File: src/hw/net_hdr_pkg.sv
`default_nettype none

package net_hdr_pkg;

  localparam int MAC_W  = 48;
  localparam int IP_W   = 32;
  localparam int PORT_W = 16;
  localparam int HOST_W = 8;

  // One address word, seen whole or as subnet and host
  typedef union packed {
    logic [IP_W-1:0] word;
    struct packed {
      logic [IP_W-HOST_W-1:0] subnet;
      logic [HOST_W-1:0]      host;
    } part;
  } ip_addr_u;

  // IP plus UDP header bytes on top of the payload
  localparam logic [15:0] IP_HDR_OVERHEAD  = 16'd28;
  localparam logic [15:0] UDP_HDR_OVERHEAD = 16'd8;

  // Version, ID, flags, TTL and protocol halfwords already summed
  localparam logic [15:0] CSUM_SEED = 16'h8412;

  localparam logic [15:0] ETHERTYPE_IPV4 = 16'h0800;
  localparam logic [7:0]  IP_VER_IHL     = 8'h45;
  localparam logic [7:0]  IP_FLAGS       = 8'h40;
  localparam logic [7:0]  IP_TTL         = 8'hFF;
  localparam logic [7:0]  IP_PROTO_UDP   = 8'h11;

endpackage

`default_nettype wire

File: src/hw/tx_path_pkg.sv
`default_nettype none

package tx_path_pkg;

  localparam int WORD_W = 64;
  localparam int LEN_W  = 16;
  localparam int KEEP_W = 8;

  // Words before the first payload word
  localparam logic [LEN_W-1:0] HDR_WORDS = 16'd5;

  // Byte-valid codes on the MAC side
  localparam logic [KEEP_W-1:0] KEEP_ALL  = 8'hFF;
  localparam logic [KEEP_W-1:0] KEEP_TAIL = 8'h03;
  localparam logic [KEEP_W-1:0] KEEP_NONE = 8'h00;

endpackage

`default_nettype wire

File: src/hw/frame_desc_if.sv
`timescale 1ns/1ps
`default_nettype none

interface frame_desc_if;

  logic [tx_path_pkg::WORD_W-1:0] data;
  logic                           data_rd;
  net_hdr_pkg::ip_addr_u          dest_ip;
  logic [net_hdr_pkg::PORT_W-1:0] dest_port;
  logic [tx_path_pkg::LEN_W-1:0]  size_words;
  logic                           desc_empty;
  logic                           desc_rd;

  modport queue (output data, dest_ip, dest_port, size_words, desc_empty,
                 input data_rd, desc_rd);

  modport framer (input data, dest_ip, dest_port, size_words, desc_empty,
                  output data_rd, desc_rd);

  // Header arithmetic only watches the head descriptor
  modport calc (input dest_ip, size_words);

endinterface

`default_nettype wire

File: src/hw/udp_hdr_calc.sv
`timescale 1ns/1ps
`default_nettype none

module udp_hdr_calc (
  input  logic                           mac_clk,
  input  logic                           app_rst,
  input  logic [net_hdr_pkg::IP_W-1:0]   local_ip,
  input  logic [net_hdr_pkg::HOST_W-1:0] local_gateway,
  frame_desc_if.calc                     d,
  output logic [15:0]                    ip_length,
  output logic [15:0]                    udp_length,
  output logic [15:0]                    ip_checksum,
  output logic [net_hdr_pkg::HOST_W-1:0] arp_index
);

  net_hdr_pkg::ip_addr_u lip;
  logic [15:0]           fixed_sum;
  logic [17:0]           sum0;

  // Two end-around carry folds of an 18-bit partial sum
  function automatic logic [15:0] fold18(input logic [17:0] s);
    logic [16:0] s1;
    s1 = {1'b0, s[15:0]} + {15'b0, s[17:16]};
    return s1[15:0] + {15'b0, s1[16]};
  endfunction

  assign lip = local_ip;

  // Seed plus source address never changes during a frame
  assign fixed_sum = fold18({2'b00, net_hdr_pkg::CSUM_SEED} + {2'b00, lip.word[31:16]} +
                            {2'b00, lip.word[15:0]});

  always_ff @(posedge mac_clk) begin
    if (app_rst) begin
      ip_length   <= '0;
      udp_length  <= '0;
      sum0        <= '0;
      ip_checksum <= '0;
    end else begin
      ip_length   <= (d.size_words << 3) + net_hdr_pkg::IP_HDR_OVERHEAD;
      udp_length  <= (d.size_words << 3) + net_hdr_pkg::UDP_HDR_OVERHEAD;
      sum0        <= {2'b00, fixed_sum} + {2'b00, ip_length} +
                     {2'b00, d.dest_ip.word[31:16]} + {2'b00, d.dest_ip.word[15:0]};
      ip_checksum <= ~fold18(sum0);
    end
  end

  // Off-subnet traffic goes to the gateway entry
  assign arp_index = (d.dest_ip.part.subnet != lip.part.subnet) ? local_gateway :
                     d.dest_ip.part.host;

endmodule

`default_nettype wire

File: src/flat_wrapper.sv
// flat-port wrapper written by rule: the top's interface ports become plain ports
module udp_hdr_calc_flat 
  (mac_clk, app_rst, local_ip, local_gateway, ip_length, udp_length, ip_checksum, arp_index, d_dest_ip, d_size_words);
  frame_desc_if d_i ();
  input  logic mac_clk;
  input  logic app_rst;
  input  logic [net_hdr_pkg::IP_W-1:0] local_ip;
  input  logic [net_hdr_pkg::HOST_W-1:0] local_gateway;
  output logic [15:0] ip_length;
  output logic [15:0] udp_length;
  output logic [15:0] ip_checksum;
  output logic [net_hdr_pkg::HOST_W-1:0] arp_index;
  input wire logic [$bits(d_i.dest_ip)-1:0] d_dest_ip;
  input wire logic [$bits(d_i.size_words)-1:0] d_size_words;
  assign d_i.dest_ip = d_dest_ip;
  assign d_i.size_words = d_size_words;
  udp_hdr_calc u_core (.mac_clk(mac_clk), .app_rst(app_rst), .local_ip(local_ip), .local_gateway(local_gateway), .d(d_i), .ip_length(ip_length), .udp_length(udp_length), .ip_checksum(ip_checksum), .arp_index(arp_index));
endmodule
File: config.mk
export PLATFORM = sky130hd
export DESIGN_NAME = udp_hdr_calc_flat
export DESIGN_NICKNAME = d
export VERILOG_FILES = /design/src/hw/net_hdr_pkg.sv /design/src/hw/tx_path_pkg.sv /design/src/hw/frame_desc_if.sv /design/src/hw/udp_hdr_calc.sv /design/src/flat_wrapper.sv
export SDC_FILE = /design/constraint.sdc
export NUM_CORES = 1
export LEC_CHECK = 0
export ABC_AREA = 1
export BUFFER_PORTS_ARGS = -buffer_cell sky130_fd_sc_hd__buf_2
export CAP_MARGIN = 30
export CORE_MARGIN = 2
export CORE_UTILIZATION = 35
export DETAILED_ROUTE_END_ITERATION = 10
export PLACE_DENSITY_LB_ADDON = 0.05
export SLEW_MARGIN = 25
export SYNTH_ARGS = -nofsm -noshare
export SYNTH_HDL_FRONTEND = slang
export SYNTH_SLANG_ARGS = --single-unit
File: constraint.sdc
create_clock -name mac_clk -period 9.8 [get_ports mac_clk]
set_input_delay 0.49 -clock mac_clk [delete_from_list [all_inputs] [get_ports mac_clk]]
set_output_delay 0.49 -clock mac_clk [all_outputs]
set_load 0.01 [all_outputs]
==> flow_summary.json <==
{
  "setup_ws_ps": 960,
  "syn_to_final_growth_pct": 19.0,
  "ys_ff_latch": 60,
  "p_leak_nw": 4.50,
  "critPathBufInv": 4,
  "cap_violations": 0,
  "synth_flop_cell": "dfxtp_1",
  "clock-skew-final_ps": 6.06,
  "synthesis.area_sq_um": 7040,
  "layout-drive-gt1-share_pct": 20.6,
  "root_buffer": "clkbuf_16",
  "num_rows": 51,
  "stdcell_count": 1498,
  "synth.distinct_cells": 47,
  "ctsHoldBuffers": 0,
  "synthTopCellsByArea": "dfxtp_1 (17%), nand2_1 (12%), ha_1 (11%)",
  "cts_tree": "built",
  "drcViolationCount": 0,
  "intPower_mw": 0.902,
  "power_frac_comb_pct": 59.6,
  "synth_top_family_by_area": "simple AND/OR/NAND/NOR gates",
  "multi_input_area_sq_um": 5030,
  "dieArea_sq_um": 21300,
  "ff_latch_area_sq_um": 1200,
  "reg2reg_depth": 19,
  "critPathKind": "input port to flip-flop",
  "synth_top_cell_by_area": "dfxtp_1",
  "ys_seq_area_share_pct": 17.1,
  "critPathMaxStageDelay_ps": 610,
  "p_per_area_nw_per_um2": 200,
  "final_nets": 1400,
  "syn_avg_cell_area_sq_um": 6.47,
  "htree_levels": 3,
  "critical_path_required_ps": 9980,
  "switching_share_pct": 46.2,
  "wl_per_cell_um": 13.4,
  "place_inst": 1481,
  "hold_viol_final": 0,
  "startpoint_type": "input port",
  "cp_data_arrival_time_ps": 9020,
  "drtIter0Drc": 360,
  "worstMarginPinSlew_ps": 985,
  "setup-tns-final_ps": 0,
  "yosys.area_share.xor_xnor_pct": 7.57,
  "dp_hpwl_um": 17300,
  "cts_buffers": 9,
  "core-area_sq_um": 19600,
  "clk_pin_slew_worst_paths_ps": 50,
  "vias_per_cell": 4.66,
  "synth_simple_gate_area_share_pct": 33.1,
  "synthCells": 1088,
  "grt_max_degree": 36,
  "die_h_um": 146,
  "synth_top_area_share_pct": 17.1,
  "firstDrtPassIters": 7,
  "cts.sinks": 60,
  "period_needed_ps": 8840,
  "p_switching_mw": 0.775,
  "holdWs_ps": 371,
  "fillers": 2120,
  "cpMaxStageDelayCell": "fa_1",
  "routed_wl_um": 20100,
  "min_path_type": "input port to flip-flop",
  "cp_max_fo": 6,
  "ir_worst_vdd_uv": 81.3,
  "rsz0062_at_grt": "false",
  "place_congestion": 0.853,
  "clockPowerShare_pct": 20.2,
  "dp_slack_ps": 274,
  "max_freq_mhz": 113,
  "grt_pass1_vias": 6540,
  "die_w_um": 146,
  "min_path_cells": 2,
  "synth_most_common_cell": "nand2_1",
  "yosys.area_share.adder_pct": 16.8,
  "portBuffers": 137,
  "maxSlewHeadroom_pct": 33.6,
  "antenna_found_initial": 0,
  "synth-compound-area-share_pct": 12.9,
  "synthArstFlopShare_pct": 0,
  "status": "completed",
  "grt_pass1_wl_um": 32900,
  "cp.depth": 50,
  "grtUsageTotal_pct": 19.1,
  "yosys_warnings": 0,
  "gr-total-overflow": 0,
  "slew_violations": 0,
  "clock_latency_ps": 330,
  "synth_mux_area_share_pct": 0.160,
  "setup.worst_path.end_class": "flip-flop",
  "synth-edff-count": 0,
  "final_cell_area_sq_um": 8380,
  "cp_common_cell": "nand2_1",
  "vias": 6979,
  "pwr-share-seq_pct": 20.3,
  "synth.top_cells.by_count": "nand2_1 (216), inv_1 (202), a21oi_1 (83)",
  "finalCritPeriodShare_pct": 90.2,
  "postPlaceCellArea_sq_um": 8010,
  "start_util_pct": 36.0,
  "finalSetupViolCount": 0,
  "cp_top_family": "simple AND/OR/NAND/NOR gates",
  "num_io_pins": 146,
  "ant_nets": 0,
  "cts.path.max_buffers": 2,
  "num_antenna_cells": 0
}
## stage by stage
| stage | utilization, % | total power, mW |
|---|---|---|
| finish | 42.8 | 1.68 |
| CTS | 42.5 | 1.68 |
| global route | 42.8 | 1.87 |
| global placement | 40.9 | 1.33 |
| detailed placement | 40.9 | 1.34 |
| floorplan | - | 1.09 |
## registers in the layout, summed over array words and instances (netlist names)
signal	flops
u_core.sum0	18
u_core.ip_checksum	16
u_core.ip_length	13
u_core.udp_length	13
## cell families after synthesis
family / after synthesis
compound gates: 169
simple gates: 489
flops: 60
xor+xnor: 60
mux: 1
other cells: 1
buf+inv: 226
fa+ha+maj: 82
## cells in the final DEF, fill, tap and decap left out, types with 7 or more instances in the layout
cell / count
nand4_1: 18
a21oi_1: 81
nand2_2: 35
ha_1: 60
xnor2_1: 11
buf_2: 137
xor2_1: 47
dfxtp_1: 60
nand3_2: 12
nor2_4: 7
nand3_1: 66
nor3_1: 21
clkbuf_16: 9
inv_1: 202
fa_1: 21
inv_2: 10
nor2_2: 16
nor2_1: 77
nand2_1: 216
o21ai_0: 55
## layout make-up
cell class / instances / share of cell area [%]
clock buffer: 9 / 2.69
sequential: 60 / 14.3
timing repair buffer: 139 / 8.36
tap: 265 / 3.95
clock inverter: 7 / 1.19
multi-input combinational: 806 / 60.0
inverter: 212 / 9.49
## final timing paths
path                        startpoint                     to  slack, ps
setup reg to reg  u_core.udp_length[3]        u_core.sum0[15]       5890
setup / recovery          local_ip[17]        u_core.sum0[14]        960
hold / removal         d_size_words[0]   u_core.udp_length[3]        370
hold reg to reg         u_core.sum0[0]  u_core.ip_checksum[0]        660
## routing by layer
metal | wire length (um) | track usage [%] | share of wire, %
met5 | 0 | 0 | 0
met2 | 8170 | 29.3 | 41
met4 | 146 | 2.70 | 0.73
met1 | 10700 | 28.6 | 53
met3 | 1010 | 2.95 | 5.0
## power by group through the flow
stage,clock [mW],combinational [mW],sequential [mW]
2_1_floorplan,0,0.741,0.347
3_3_place_gp,0,0.987,0.346
3_5_place_dp,0,0.991,0.346
4_1_cts,0.347,0.997,0.341
5_1_grt,0.358,1.17,0.348
6_report,0.338,0.999,0.340
## timing repair
item,in CTS,in global routing
setup endpoints to repair,0,7
resized for setup,0,15
endpoints found under the hold margin,0,0
setup buffers,0,1
Power figures use the tool's default switching activity.
